$ cat config.mk
export PLATFORM = sky130hd
export DESIGN_NAME = stream_event_writer
export DESIGN_NICKNAME = d
export VERILOG_FILES = /design/src/source/regmap_pkg.sv /design/src/source/bus_pkg.sv /design/src/source/stream_event_writer.sv /design/src/source/event_queue.sv /design/src/source/portion_tracker.sv /design/src/source/axil_reg_bank.sv
export SDC_FILE = /design/constraint.sdc
export NUM_CORES = 2
export LEC_CHECK = 0
export ABC_AREA = 1
export BUFFER_PORTS_ARGS = -buffer_cell sky130_fd_sc_hd__buf_4
export CAP_MARGIN = 5
export CORE_AREA = 2 2 379 381
export DETAILED_ROUTE_END_ITERATION = 10
export DIE_AREA = 0 0 381 383
export PLACE_DENSITY = 0.64
export SLEW_MARGIN = 5
export SYNTH_ARGS = -nofsm -noshare
export SYNTH_HDL_FRONTEND = slang
export SYNTH_HIERARCHICAL = 1
export SYNTH_SLANG_ARGS = --single-unit
$ cat constraint.sdc
create_clock -name aclk -period 5.5 [get_ports aclk]
set_input_delay 0.55 -clock aclk [delete_from_list [all_inputs] [get_ports aclk]]
set_output_delay 0.55 -clock aclk [all_outputs]
set_load 0.02 [all_outputs]
$ cat src/source/regmap_pkg.sv
`default_nettype none

package regmap_pkg;

    localparam int n_bytes   = 4;             // Bytes per stream beat
    localparam int data_w    = n_bytes * 8;
    localparam int addr_w    = 32;
    localparam int reg_idx_w = 4;             // Word address bits 5:2
    localparam int reg_count = 12;

    localparam int queue_depth       = 16;
    localparam int func_reset_cycles = 5;

    localparam logic [31:0] freq_hz              = 32'd250_000_000;
    localparam logic [31:0] default_portion_size = 32'd64;
    localparam logic [31:0] default_high_addr    = 32'h0000_1000;
    localparam logic [31:0] default_start_addr   = 32'h0000_0000;

    // Register 1 layout
    localparam int ctrl_run_bit     = 0;
    localparam int ctrl_irq_ack_bit = 8;
    localparam int ctrl_ovf_bit     = 9;      // Ack on write, sticky flag on read
    localparam int ctrl_status_bit  = 16;
    localparam int ctrl_ack_src_lsb = 24;

    typedef enum logic [reg_idx_w-1:0] {
        reg_reset,
        reg_ctrl,
        reg_portion,
        reg_high,
        reg_interval,
        reg_freq,
        reg_valid,
        reg_start,
        reg_head_addr,
        reg_duration,
        reg_head_bytes,
        reg_volume
    } reg_idx_e;

    typedef enum logic [1:0] {
        ack_ext       = 2'd0,
        ack_reg_write = 2'd1,
        ack_head_read = 2'd2
    } ack_src_e;

endpackage

`default_nettype wire
$ cat src/source/bus_pkg.sv
`default_nettype none

package bus_pkg;

    typedef struct packed {
        logic [5:0]  awaddr;
        logic        awvalid;
        logic [31:0] wdata;
        logic [3:0]  wstrb;
        logic        wvalid;
        logic        bready;
        logic [5:0]  araddr;
        logic        arvalid;
        logic        rready;
    } axil_req_t;

    typedef struct packed {
        logic        awready;
        logic        wready;
        logic [1:0]  bresp;
        logic        bvalid;
        logic        arready;
        logic [31:0] rdata;
        logic [1:0]  rresp;
        logic        rvalid;
    } axil_rsp_t;

    typedef struct packed {
        logic [regmap_pkg::data_w-1:0] tdata;
        logic                          tvalid;
        logic                          tlast;
    } stream_beat_t;

    typedef struct packed {
        logic [31:0]                   portion_size;
        logic [regmap_pkg::addr_w-1:0] start_addr;
        logic [regmap_pkg::addr_w-1:0] high_addr;
        regmap_pkg::ack_src_e          ack_src;
    } writer_cfg_t;

    typedef struct packed {
        logic func_reset;   // Multi-cycle
        logic run;
        logic stop;
        logic irq_ack;
        logic ovf_ack;
        logic head_read;
    } ctrl_pulse_t;

    typedef struct packed {
        logic [regmap_pkg::addr_w-1:0] addr;
        logic [31:0]                   bytes;
    } portion_rec_t;

    typedef struct packed {
        portion_rec_t head;
        logic         not_empty;
        logic         overflow;
        logic [31:0]  volume;
    } queue_status_t;

endpackage

`default_nettype wire

$ cat src/source/stream_event_writer.sv
`timescale 1ns/100ps
`default_nettype none

module stream_event_writer (
    input  wire logic                    aclk,
    input  wire logic                    aresetn,
    input  wire bus_pkg::axil_req_t      axil_req,
    output bus_pkg::axil_rsp_t           axil_rsp,
    input  wire bus_pkg::stream_beat_t   s_axis,
    output logic                         s_axis_tready,
    input  wire logic                    user_event_ack,
    output logic                         user_event,
    output logic [regmap_pkg::addr_w-1:0] current_addr,
    output logic [31:0]                  transmitted_bytes
);

    bus_pkg::writer_cfg_t   cfg;
    bus_pkg::ctrl_pulse_t   ctrl;
    bus_pkg::queue_status_t qstat;
    bus_pkg::portion_rec_t  rec;
    logic                   rec_valid;
    logic                   running;

    axil_reg_bank i_reg_bank (
        .aclk     (aclk),
        .aresetn  (aresetn),
        .axil_req (axil_req),
        .axil_rsp (axil_rsp),
        .running  (running),
        .qstat    (qstat),
        .cfg      (cfg),
        .ctrl     (ctrl)
    );

    portion_tracker i_tracker (
        .aclk       (aclk),
        .func_reset (ctrl.func_reset),
        .cfg        (cfg),
        .run        (ctrl.run),
        .stop       (ctrl.stop),
        .beat       (s_axis),
        .tready     (s_axis_tready),
        .running    (running),
        .rec        (rec),
        .rec_valid  (rec_valid)
    );

    event_queue #(
        .depth (regmap_pkg::queue_depth)
    ) i_queue (
        .aclk           (aclk),
        .func_reset     (ctrl.func_reset),
        .rec            (rec),
        .rec_valid      (rec_valid),
        .ack_src        (cfg.ack_src),
        .ctrl           (ctrl),
        .user_event_ack (user_event_ack),
        .qstat          (qstat),
        .user_event     (user_event)
    );

    // Head record of the queue
    assign current_addr      = qstat.head.addr;
    assign transmitted_bytes = qstat.head.bytes;

endmodule

`default_nettype wire

$ cat src/source/event_queue.sv
`timescale 1ns/100ps
`default_nettype none

module event_queue #(
    parameter int depth = regmap_pkg::queue_depth   // Power of two
) (
    input  wire logic                  aclk,
    input  wire logic                  func_reset,
    input  wire bus_pkg::portion_rec_t rec,
    input  wire logic                  rec_valid,
    input  wire regmap_pkg::ack_src_e  ack_src,
    input  wire bus_pkg::ctrl_pulse_t  ctrl,
    input  wire logic                  user_event_ack,
    output bus_pkg::queue_status_t     qstat,
    output logic                       user_event
);

    localparam int ptr_w = $clog2(depth);

    bus_pkg::portion_rec_t mem [depth];
    logic [ptr_w-1:0]      wr_ptr;
    logic [ptr_w-1:0]      rd_ptr;
    logic [ptr_w:0]        count;
    logic                  ack_d;
    logic                  ack_rise;
    logic                  ack_sel;
    logic                  full;
    logic                  push;
    logic                  pop;
    logic                  overflow;

    assign ack_rise = user_event_ack && !ack_d;
    assign full     = count == (ptr_w + 1)'(depth);
    assign push     = rec_valid && !full;
    assign pop      = ack_sel && count != '0;

    always_ff @(posedge aclk) begin
        if (func_reset) begin
            ack_d   <= 1'b0;
            ack_sel <= 1'b0;
        end else begin
            ack_d <= user_event_ack;
            case (ack_src)
                regmap_pkg::ack_reg_write: ack_sel <= ctrl.irq_ack;
                regmap_pkg::ack_head_read: ack_sel <= ctrl.head_read;
                default:                   ack_sel <= ack_rise;    // External edge
            endcase
        end
    end

    always_ff @(posedge aclk) begin
        if (push)
            mem[wr_ptr] <= rec;
    end

    always_ff @(posedge aclk) begin
        if (func_reset) begin
            wr_ptr <= '0;
            rd_ptr <= '0;
            count  <= '0;
        end else begin
            if (push)
                wr_ptr <= wr_ptr + 1'b1;
            if (pop)
                rd_ptr <= rd_ptr + 1'b1;
            case ({push, pop})
                2'b10:   count <= count + 1'b1;
                2'b01:   count <= count - 1'b1;
                default: count <= count;
            endcase
        end
    end

    // Sticky until acked, a push in the ack cycle wins
    always_ff @(posedge aclk) begin
        if (func_reset)
            overflow <= 1'b0;
        else if (rec_valid) begin
            if (full)
                overflow <= 1'b1;
        end else if (ctrl.ovf_ack) begin
            overflow <= 1'b0;
        end
    end

    always_ff @(posedge aclk) begin
        if (func_reset)
            user_event <= 1'b0;
        else
            user_event <= qstat.not_empty;
    end

    assign qstat = '{
        head:      mem[rd_ptr],
        not_empty: count != '0,
        overflow:  overflow,
        volume:    32'(count)
    };

endmodule

`default_nettype wire

$ cat src/source/portion_tracker.sv
`timescale 1ns/100ps
`default_nettype none

module portion_tracker (
    input  wire logic                   aclk,
    input  wire logic                   func_reset,
    input  wire bus_pkg::writer_cfg_t   cfg,
    input  wire logic                   run,
    input  wire logic                   stop,
    input  wire bus_pkg::stream_beat_t  beat,
    output logic                        tready,
    output logic                        running,
    output bus_pkg::portion_rec_t       rec,
    output logic                        rec_valid
);

    typedef enum logic {
        tr_idle,
        tr_run
    } tracker_state_e;

    tracker_state_e                state;
    logic [31:0]                   byte_cnt;
    logic [31:0]                   cnt_acc;
    logic [regmap_pkg::addr_w-1:0] base_addr;
    logic [regmap_pkg::addr_w-1:0] sum_addr;
    logic                          accept;
    logic                          emit;
    logic                          wrap;

    assign running = state == tr_run;
    assign tready  = running;          // No back-pressure
    assign accept  = beat.tvalid && tready;

    always_comb begin
        cnt_acc  = accept ? byte_cnt + regmap_pkg::n_bytes : byte_cnt;
        emit     = running && ((accept && (cnt_acc >= cfg.portion_size || beat.tlast))
                   || (stop && cnt_acc != 32'd0));
        sum_addr = base_addr + cnt_acc;
        // Next portion must fit below the high address
        wrap     = {1'b0, sum_addr} + {1'b0, cfg.portion_size} > {1'b0, cfg.high_addr};
    end

    always_ff @(posedge aclk) begin
        if (func_reset) begin
            state     <= tr_idle;
            byte_cnt  <= '0;
            rec_valid <= 1'b0;
        end else begin
            rec_valid <= emit;
            case (state)
                tr_idle: begin
                    if (run) begin
                        state    <= tr_run;
                        byte_cnt <= '0;
                    end
                end
                tr_run: begin
                    byte_cnt <= emit ? 32'd0 : cnt_acc;
                    if (stop)
                        state <= tr_idle;
                end
                default: state <= tr_idle;
            endcase
        end
    end

    always_ff @(posedge aclk) begin
        if (emit) begin
            rec.addr  <= base_addr;
            rec.bytes <= cnt_acc;
        end
        if (state == tr_idle && run)
            base_addr <= cfg.start_addr;
        else if (emit)
            base_addr <= wrap ? cfg.start_addr : sum_addr;
    end

endmodule

`default_nettype wire

$ cat src/source/axil_reg_bank.sv
`timescale 1ns/100ps
`default_nettype none

module axil_reg_bank (
    input  wire logic                  aclk,
    input  wire logic                  aresetn,
    input  wire bus_pkg::axil_req_t    axil_req,
    output bus_pkg::axil_rsp_t         axil_rsp,
    input  wire logic                  running,
    input  wire bus_pkg::queue_status_t qstat,
    output bus_pkg::writer_cfg_t       cfg,
    output bus_pkg::ctrl_pulse_t       ctrl
);

    localparam int rst_w = $clog2(regmap_pkg::func_reset_cycles + 1);

    logic                            wr_ready;
    logic                            bvalid;
    logic                            rd_ready;
    logic                            rvalid;
    logic [31:0]                     rdata;
    logic [1:0]                      rresp;
    logic                            wr_hs;
    logic                            rd_hs;
    logic                            wr_ctrl;
    logic [regmap_pkg::reg_idx_w-1:0] wr_idx;
    logic [regmap_pkg::reg_idx_w-1:0] rd_idx;
    logic [31:0]                     wdata;
    logic [3:0]                      wstrb;
    logic [31:0]                     rd_word;

    logic [31:0] reset_reg;
    logic [31:0] ctrl_reg;
    logic [31:0] portion_reg;
    logic [31:0] high_reg;
    logic [31:0] start_reg;

    logic             func_reset;
    logic [rst_w-1:0] rst_cnt;
    logic             run_p;
    logic             stop_p;
    logic             irq_ack_p;
    logic             ovf_ack_p;
    logic             head_read_p;

    function automatic logic [31:0] strobed(
        input logic [31:0] old,
        input logic [31:0] data,
        input logic [3:0]  strb
    );
        logic [31:0] res;
        res = old;
        for (int i = 0; i < 4; i++) begin
            if (strb[i])
                res[8*i +: 8] = data[8*i +: 8];
        end
        return res;
    endfunction

    assign wdata   = axil_req.wdata;
    assign wstrb   = axil_req.wstrb;
    assign wr_idx  = axil_req.awaddr[2 +: regmap_pkg::reg_idx_w];
    assign rd_idx  = axil_req.araddr[2 +: regmap_pkg::reg_idx_w];
    assign wr_hs   = wr_ready && axil_req.awvalid && axil_req.wvalid;
    assign rd_hs   = rd_ready && axil_req.arvalid;
    assign wr_ctrl = wr_hs && wr_idx == regmap_pkg::reg_ctrl;

    always_ff @(posedge aclk) begin
        if (!aresetn) begin
            wr_ready <= 1'b0;
            bvalid   <= 1'b0;
        end else begin
            wr_ready <= !wr_ready && axil_req.awvalid && axil_req.wvalid && !bvalid;
            if (wr_hs)
                bvalid <= 1'b1;
            else if (axil_req.bready)
                bvalid <= 1'b0;
        end
    end

    always_ff @(posedge aclk) begin
        if (!aresetn) begin
            rd_ready <= 1'b0;
            rvalid   <= 1'b0;
            rresp    <= 2'b00;
        end else begin
            rd_ready <= !rd_ready && axil_req.arvalid && !rvalid;
            if (rd_hs) begin
                rvalid <= 1'b1;
                rresp  <= (rd_idx < regmap_pkg::reg_count) ? 2'b00 : 2'b10;
            end else if (axil_req.rready) begin
                rvalid <= 1'b0;
            end
        end
    end

    always_ff @(posedge aclk) begin
        if (rd_hs && rd_idx < regmap_pkg::reg_count)
            rdata <= rd_word;   // Unmapped index keeps old data
    end

    always_comb begin
        case (rd_idx)
            regmap_pkg::reg_reset:      rd_word = reset_reg;
            regmap_pkg::reg_ctrl: begin
                rd_word = ctrl_reg;
                rd_word[regmap_pkg::ctrl_status_bit] = running;
                rd_word[regmap_pkg::ctrl_ovf_bit]    = qstat.overflow;
            end
            regmap_pkg::reg_portion:    rd_word = portion_reg;
            regmap_pkg::reg_high:       rd_word = high_reg;
            regmap_pkg::reg_freq:       rd_word = regmap_pkg::freq_hz;
            regmap_pkg::reg_start:      rd_word = start_reg;
            regmap_pkg::reg_head_addr:  rd_word = qstat.head.addr;
            regmap_pkg::reg_head_bytes: rd_word = qstat.head.bytes;
            regmap_pkg::reg_volume:     rd_word = qstat.volume;
            regmap_pkg::reg_interval,
            regmap_pkg::reg_valid,
            regmap_pkg::reg_duration:   rd_word = 32'd0;
            default:                    rd_word = 32'd0;
        endcase
    end

    always_ff @(posedge aclk) begin
        if (!aresetn) begin
            reset_reg   <= '0;
            ctrl_reg    <= '0;
            portion_reg <= regmap_pkg::default_portion_size;
            high_reg    <= regmap_pkg::default_high_addr;
            start_reg   <= regmap_pkg::default_start_addr;
        end else if (wr_hs) begin
            case (wr_idx)
                regmap_pkg::reg_reset:   reset_reg   <= strobed(reset_reg, wdata, wstrb);
                regmap_pkg::reg_ctrl:    ctrl_reg    <= strobed(ctrl_reg, wdata, wstrb);
                regmap_pkg::reg_portion: portion_reg <= strobed(portion_reg, wdata, wstrb);
                regmap_pkg::reg_high:    high_reg    <= strobed(high_reg, wdata, wstrb);
                regmap_pkg::reg_start:   start_reg   <= strobed(start_reg, wdata, wstrb);
                default: ;
            endcase
        end
    end

    // Soft reset, restarted by bit 0 of register 0
    always_ff @(posedge aclk) begin
        if (!aresetn) begin
            rst_cnt    <= '0;
            func_reset <= 1'b1;
        end else if (wr_hs && wr_idx == regmap_pkg::reg_reset && wdata[0]) begin
            rst_cnt    <= '0;
            func_reset <= 1'b1;
        end else if (rst_cnt != rst_w'(regmap_pkg::func_reset_cycles)) begin
            rst_cnt    <= rst_cnt + 1'b1;
            func_reset <= 1'b1;
        end else begin
            func_reset <= 1'b0;
        end
    end

    always_ff @(posedge aclk) begin
        if (!aresetn || func_reset) begin
            run_p  <= 1'b0;
            stop_p <= 1'b0;
        end else begin
            run_p  <= wr_ctrl && wdata[regmap_pkg::ctrl_run_bit];
            stop_p <= wr_ctrl && !wdata[regmap_pkg::ctrl_run_bit];
        end
    end

    always_ff @(posedge aclk) begin
        if (!aresetn) begin
            irq_ack_p   <= 1'b0;
            ovf_ack_p   <= 1'b0;
            head_read_p <= 1'b0;
        end else begin
            irq_ack_p   <= wr_ctrl && wdata[regmap_pkg::ctrl_irq_ack_bit];
            ovf_ack_p   <= wr_ctrl && wdata[regmap_pkg::ctrl_ovf_bit];
            head_read_p <= rd_hs && rd_idx == regmap_pkg::reg_head_addr;
        end
    end

    assign axil_rsp = '{
        awready: wr_ready,
        wready:  wr_ready,
        bresp:   2'b00,
        bvalid:  bvalid,
        arready: rd_ready,
        rdata:   rdata,
        rresp:   rresp,
        rvalid:  rvalid
    };

    assign cfg = '{
        portion_size: portion_reg,
        start_addr:   start_reg[regmap_pkg::addr_w-1:0],
        high_addr:    high_reg[regmap_pkg::addr_w-1:0],
        ack_src:      regmap_pkg::ack_src_e'(ctrl_reg[regmap_pkg::ctrl_ack_src_lsb +: 2])
    };

    assign ctrl = '{
        func_reset: func_reset,
        run:        run_p,
        stop:       stop_p,
        irq_ack:    irq_ack_p,
        ovf_ack:    ovf_ack_p,
        head_read:  head_read_p
    };

endmodule

`default_nettype wire

Word-level counts from Yosys, hierarchy flattened
Memories as Yosys holds them, arrays and structs flattened. A register that Yosys moved wholly into a read port is not among the register bits.
Cells that the tools add are included.
{ "word_totals": {"ramBits": 1024, "in_bits": 90, "output_inout_bits": 107, "wordCells": 173, "ff_bits": 354, "mem_count": 1} }
{ "mem_list": {"columns": ["name", "depth", "width", "rd", "rd_clocked_by_memory_dff", "write_ports", "line", "source"], "rows": [
  ["i_queue.mem", 16, 64, 1, 1, 1, "event_queue.sv:20", "bus_pkg::portion_rec_t mem [depth];"]
]} }
{ "op_classes": {"n_reduce_logical": 67, "eq_ne": 20, "add_sub_neg": 8, "order_cmp": 3, "bitwise_logic": 2, "n_mux": 26} }
{ "ops": {"columns": ["operator", "count"], "rows": [
  ["32-bit case mux with 9 select lines", 1],
  ["32-bit two-way mux", 6],
  ["32-bit case mux with 2 select lines", 1],
  ["3-bit AND reduction", 20],
  ["32-bit by 32-bit adder with 33-bit output", 1],
  ["33-bit by 32-bit greater-than comparator with 1-bit output", 1],
  ["32-bit by 3-bit adder with 32-bit output, second input constant", 1],
  ["32-bit adder", 1],
  ["32-bit >= comparator", 1],
  ["32-bit nonzero test", 1],
  ["1-bit logical AND", 25],
  ["4-bit by 2-bit equality test with 1-bit output, second input constant", 4],
  ["4-bit by 3-bit equality test with 1-bit output, second input constant", 3],
  ["4-bit equality test, second input constant", 3],
  ["1-bit two-way mux", 12],
  ["5-bit case mux with 2 select lines", 1],
  ["2-bit nonzero test", 5],
  ["4-bit by 1-bit adder with 4-bit output, second input constant", 2],
  ["4-bit by 1-bit equality test with 1-bit output, second input constant", 2],
  ["1-bit zero test", 8],
  ["4-bit zero test", 2],
  ["4-bit two-way mux", 2],
  ["5-bit by 1-bit adder with 5-bit output, second input constant", 1],
  ["5-bit equality test, second input constant", 1],
  ["other kinds (15)", 21]
]} }

Longest topological paths before layout
{ "logic_depth": {"depth_word": 9, "mapped_depth": 41, "depth_no_buf": 39} }

Modules after synthesis
The synthesis kept the hierarchy.
{ "modules_own_cells": {"columns": ["module", "area_per_inst_um2", "cells_each", "n_inst", "seq_area_each_um2"], "rows": [
  ["event_queue", 42046.6, 2872, 1, 31169.9],
  ["portion_tracker", 11019.3, 1417, 1, 3463.3],
  ["axil_reg_bank", 10254.8, 1566, 1, 4404.2]
]} }

Worst setup path after synthesis
OpenSTA, ideal clock, no wires.
{ "synth_path": {"kind": "input port to flip-flop", "startpoint": "input s_axis[1] (netlist bit)", "endpoint": "register i_tracker/base_addr[0] (netlist bit), enable pin", "t_required_ns": 5.237, "path_buffers": 2, "setup_time_ns": 0.263, "arrival_time_ns": 5.317, "cell_stages": 29, "setup_slack_ns": -0.079, "cell_sequence": "nand2_4 inv_2 buf_4 nand2_1 xor2_1 inv_1 ha_1 o21ai_0 o21ai_0 a21boi_0 o21ai_0 a21oi_1 xnor2_1 ha_1 nand2_1 nor4_1 nand2_1 o211ai_1 a21oi_1 xnor2_1 ha_1 nand2_1 nor4_1 nand2_1 nor4_1 nand2_1 nand2_1 clkbuf_1 o21bai_1"} }
{ "synth_between": {"elab_chain_len": 8, "word_cells_on_any_way": 10, "classes_between": "1 x order compare; 1 x mux; 8 x reduce/logical"} }
{ "synth_lines": {"columns": ["item", "line", "source"], "rows": [
  ["start, declared", "stream_event_writer.sv:9", "input wire bus_pkg::stream_beat_t s_axis,"],
  ["1-bit logical AND *", "portion_tracker.sv:33", "assign accept = beat.tvalid && tready;"],
  ["32-bit two-way mux *", "portion_tracker.sv:36", "cnt_acc = accept ? byte_cnt + regmap_pkg::n_bytes : byte_cnt;"],
  ["via i_tracker.cnt_acc[4]", "portion_tracker.sv:24", "logic [31:0] cnt_acc;"],
  ["32-bit >= comparator", "portion_tracker.sv:37", "emit = running && ((accept && (cnt_acc >= cfg.portion_size || beat.tlast))"],
  ["1-bit logical OR", "portion_tracker.sv:37", null],
  ["1-bit logical AND", "portion_tracker.sv:37", null],
  ["1-bit logical OR *", "portion_tracker.sv:38", "|| (stop && cnt_acc != 32'd0));"],
  ["1-bit logical AND *", "portion_tracker.sv:37", null],
  ["2-bit nonzero test (no source line) *", null, null],
  ["end signal, assigned", "portion_tracker.sv:74", "base_addr <= cfg.start_addr;"],
  ["end signal, assigned", "portion_tracker.sv:76", "base_addr <= wrap ? cfg.start_addr : sum_addr;"],
  ["end, declared", "portion_tracker.sv:25", "logic [regmap_pkg::addr_w-1:0] base_addr;"]
]} }
The timed path passes the listed nets; every way through them passes the cells marked *.
A chain may end at the register's enable or synchronous reset.

Final worst setup path
{ "layout_path": {"startpoint": "register i_tracker.state, in the netlist i_tracker/running", "endpoint": "register i_tracker/base_addr[10] (netlist bit) (data pin)"} }
{ "layout_between": {"elab_chain_len": 8, "word_cells_on_any_way": 10, "classes_between": "2 x add/sub; 1 x order compare; 4 x mux; 1 x bitwise; 2 x reduce/logical"} }
{ "layout_lines": {"columns": ["item", "line", "source"], "rows": [
  ["start, declared", "portion_tracker.sv:22", "tracker_state_e state;"],
  ["start signal, assigned", "portion_tracker.sv:46", "state <= tr_idle;"],
  ["start signal, assigned", "portion_tracker.sv:54", "state <= tr_run;"],
  ["start signal, assigned", "portion_tracker.sv:61", "state <= tr_idle;"],
  ["1-bit logical AND", "portion_tracker.sv:33", null],
  ["32-bit two-way mux", "portion_tracker.sv:36", null],
  ["via i_tracker.cnt_acc[11]", "portion_tracker.sv:24", null],
  ["32-bit adder", "portion_tracker.sv:39", "sum_addr = base_addr + cnt_acc;"],
  ["32-bit by 32-bit adder with 33-bit output", "portion_tracker.sv:41", "wrap = {1'b0, sum_addr} + {1'b0, cfg.portion_size} > {1'b0, cfg.high_addr};"],
  ["33-bit by 32-bit greater-than comparator with 1-bit output", "portion_tracker.sv:41", null],
  ["32-bit two-way mux", "portion_tracker.sv:76", null],
  ["32-bit two-way mux", "portion_tracker.sv:75", "else if (emit)"],
  ["32-bit two-way mux", "portion_tracker.sv:73", "if (state == tr_idle && run)"]
]} }
The timed path passes the listed nets, and every way through them passes these cells. The select of a mux whose other input is x is not followed.

==> results.md <==
* Slew Limit Headroom at between 10% and 20%
* Detailed-route DRC error count at 0
* Max-Cap Viols at 0
* Post-DR vias/cell at between 5 and 6
* Drt total wl at between 200 and 250 mm
* Final period util at 102.2%
* Clock latency on the worst-skew pair at around 0.8 ns
* Overall routing resource usage at between 20% and 30%
* CP max stage cell: dfxtp_4
* Metal-1 WL at between 80 and 90 mm
* Combinational share of power at ~1.5%
* Average size of a mapped cell at between 10 and 15 sq um
* R2r startpoint: i_tracker/running
* First-pass DRT Iterations at 6
* Largest net degree at the start of global routing at ~140
* Crit-path max FO at 7
* CP dominant cell by count: nand2_1
* Post-Layout Inst Area at around 75000 sq um
* Failing checks: setup timing
* Iteration-0 DRC Markers at 4987
* Slew Limit Fails at 0
* Flop pwr share at 53.5%
* Number of nets in the layout at 6519
* Number of flip-flops in the largest register at roughly 1000
* Fin util at 52.77%
* Clock power share at between 40 and 50%
* Int Pwr at about 17 mW
* Top Layer Used: met5
* Die area at 145900 sq um
* Top Ports at 197
* Status: finished, violations left
* Kind of end point of the critical path: flop
* Critical Path Sink: i_tracker/base_addr[10]
* Final HPWL DP at approximately 130 mm
* Top reg by flops: i_queue/mem
* Most common flop cell mapped by yosys: edfxtp_1
* Clock H-tree levels at 4
* Vias in the first global route at 43440
* Max IR drop VDD at about 0.00022 V
* Clock-pin slew on the worst setup and hold paths at roughly 0.060 ns
* RSZ-0062 raised after global routing: true
* Setup slack, reg-to-reg at -0.12 ns
* Synth async-reset ratio at 0%
* Leakage at between 20 and 30 nW
* Worst Slack Setup Final at -0.1192 ns
* Req. time, crit path at 6.04 ns
* Routed vias at about 47000
* # port buffers at approximately 160
* EDFF count, synth at 1150
* Min-Delay Path Class: in2reg
* Fin. Hold Viols at 0
* Reg-to-reg endpoint: i_tracker/base_addr[10]
* Clock Sinks at about 1400
* Max Freq at roughly 180 MHz
* CP Launch Point: i_tracker/running
* Met3 routed WL at approximately 17 mm
* Power per cell area at ~280 nW/um^2
* Area Growth Syn to Fin at 18.56%
* First-pass GRT wire length at between 200 and 300 mm
* Initial antenna violation count at 21
* Startpoint Class: flop
* GPL Wtd Cong at approximately 0.97
* Mapped cell area at about 63000 sq um
* Routed Antenna Nets at 0
* GRT Residual Overflow at 0
* Unique masters post-synth at between 50 and 60
* YS warnings at 6
* Synth Instances at between 5000 and 6000
* Switching Share at between 20% and 30%
* Root buffer cell: clkbuf_16
* Worst EP arrival at between 6 and 7 ns
* Share of cells above drive strength 1 at a little under a fifth
* Min cycle time layout at approximately 5.6 ns
* CTS tree: yes
* Placed inst area at 68660 sq um
* DR WL met2 at slightly above 90 mm
* Area of the core at roughly 140000 sq um
* Worst Reg-to-Reg Cells at 34
* Pwr Total at around 21 mW
* CTS buffer count at 144
* Sequential-to-total area share from yosys stat at 61.65%
* DIE WIDTH at between 300 and 400 um
* CTS max path bufs at 3
* Least-Margin Pin Slew at between 1 and 1.5 ns
* Starting Density at about 45%
* CP peak stage delay at 0.38 ns
* FP Rows at between 100 and 150
* Crit Path Category: reg2reg
* Die H at roughly 380 um
* Setup Skew at between 0.04 and 0.05 ns
* DR WL/cell at around 24 um
* Final setup viols at 34
* Synthesized flop and latch total at around 1400
* Sw Pwr at roughly 4.3 mW
* Top flop regs: i_queue/mem (1024), i_tracker/rec (62)
-- final cells by class --
cell class / instances / area, sq um
Fill cell: 12420 / 67190
Sequential cell: 1375 / 39080
Multi-Input combinational cell: 3615 / 21940
Timing Repair Buffer: 616 / 5122
Clock buffer: 192 / 3895
Tap cell: 1903 / 2381
Inverter: 537 / 2031
Clock inverter: 64 / 590.6
Antenna cell: 11 / 27.53
-- cells in the final DEF, fill, tap and decap left out, types with 155 or more instances in the layout --
cell and n:
edfxtp_1 1150, nand2_1 739, o21ai_0 155, dfxtp_1 207
inv_1 519, nor2_1 443, o211ai_1 256, nand3_1 545
buf_4 566, o21ai_1 191, mux2i_1 256, a21oi_1 374
-- stage by stage --
stage	hold WS (ns)	setup WS [ns]	TNS, ns	cells
floorplan	0.4208	0.05838	0	5884
global placement	0.4398	-0.7408	-24.68	8004
detailed placement	0.4512	-0.7907	-25.95	8004
CTS	0.002640	-0.008844	-0.01695	8287
global route	0.02914	-0.4324	-13.71	8302
finish	0.04660	-0.1192	-3.063	8313
-- worst max-delay path: cells and delay by family (launching register included) --
| family | cells | cell delay (ns) |
|---|---|---|
| and+or+nand+nor | 18 | 1.99 |
| buffers and inverters | 7 | 1.01 |
| adders and majority gates | 3 | 0.94 |
| AOI/OAI and AO/OA | 4 | 0.62 |
| xor gates and xnor gates | 2 | 0.42 |
| DFF | 1 | 0.38 |
-- worst min path at each step --
stage | slack (ns) | start | end | depth (start not counted)
final | 0.05 | axil_req[33] | i_reg_bank/ctrl_reg[19] | 3
after global routing | 0.03 | axil_req[37] | i_reg_bank/ctrl_reg[23] | 3
after CTS | 0.003 | axil_req[37] | i_reg_bank/ctrl_reg[23] | 3
after detailed placement | 0.45 | i_reg_bank/rvalid | i_reg_bank/rd_ready | 1
after global placement | 0.44 | i_reg_bank/rvalid | i_reg_bank/rd_ready | 1
after floorplan | 0.42 | i_reg_bank/rvalid | i_reg_bank/rd_ready | 1
-- Yosys cell counts (5+ instances only) --
cell,count,area (sq um)
a21oi_1,418,2092
a21oi_2,34,297.8
a31oi_1,5,31.28
buf_1,29,108.9
buf_2,111,555.5
buf_4,57,427.9
buf_6,29,326.6
clkbuf_1,123,461.7
dfxtp_1,225,4504
edfxtp_1,1150,34530
ha_1,139,1739
inv_1,527,1978
inv_2,9,33.78
mux2i_1,256,2562
nand2_1,790,2965
nand2_2,18,112.6
nand3_1,553,2768
nand3_2,36,360.4
nand3b_1,8,60.06
nand4_1,35,219.0
nor2_1,486,1824
nor2_2,25,156.4
nor3_1,29,145.1
nor4_1,6,37.54
o211ai_1,256,1922
o21a_1,11,82.58
o21ai_0,185,925.9
o21ai_1,173,865.8
xnor2_1,19,166.4
xor2_1,53,464.2
-- what timing repair did --
action	in CTS	in global routing
endpoints found under the hold margin	6	0
endpoints found under the setup margin	34	34
hold buffers	6	0
setup buffers	20	13
pin swaps	47	40
gates resized for setup	228	97
cloned	2	3
-- power by group through the flow --
stage | Sequential, mW | Clock (mW) | Combinational, mW
final | 11.1 | 9.37 | 0.319
after global routing | 11.1 | 9.89 | 0.339
after CTS | 11.1 | 9.49 | 0.309
after detailed placement | 11.4 | 0 | 0.303
after global placement | 11.4 | 0 | 0.301
after floorplan | 11.4 | 0 | 0.180
-- layer usage --
layer  global-route usage, %  vias up
met5                       0        -
met4                   12.62       12
met3                   4.972      396
met2                   42.90     2021
met1                   36.68    22650
li1                        -    21440
-- logic make-up after synthesis --
group / Yosys count / synth area share [%]
buffers and inverters: 894 / 6.347
and+or+nand+nor: 1998 / 13.87
adders and majority gates: 140 / 2.778
muxes: 256 / 4.047
xor gates and xnor gates: 72 / 0.9959
other: 3 / 0.01778
AOI/OAI and AO/OA: 1117 / 10.29
DFF: 1375 / 61.65
Power figures use the tool's default switching activity.
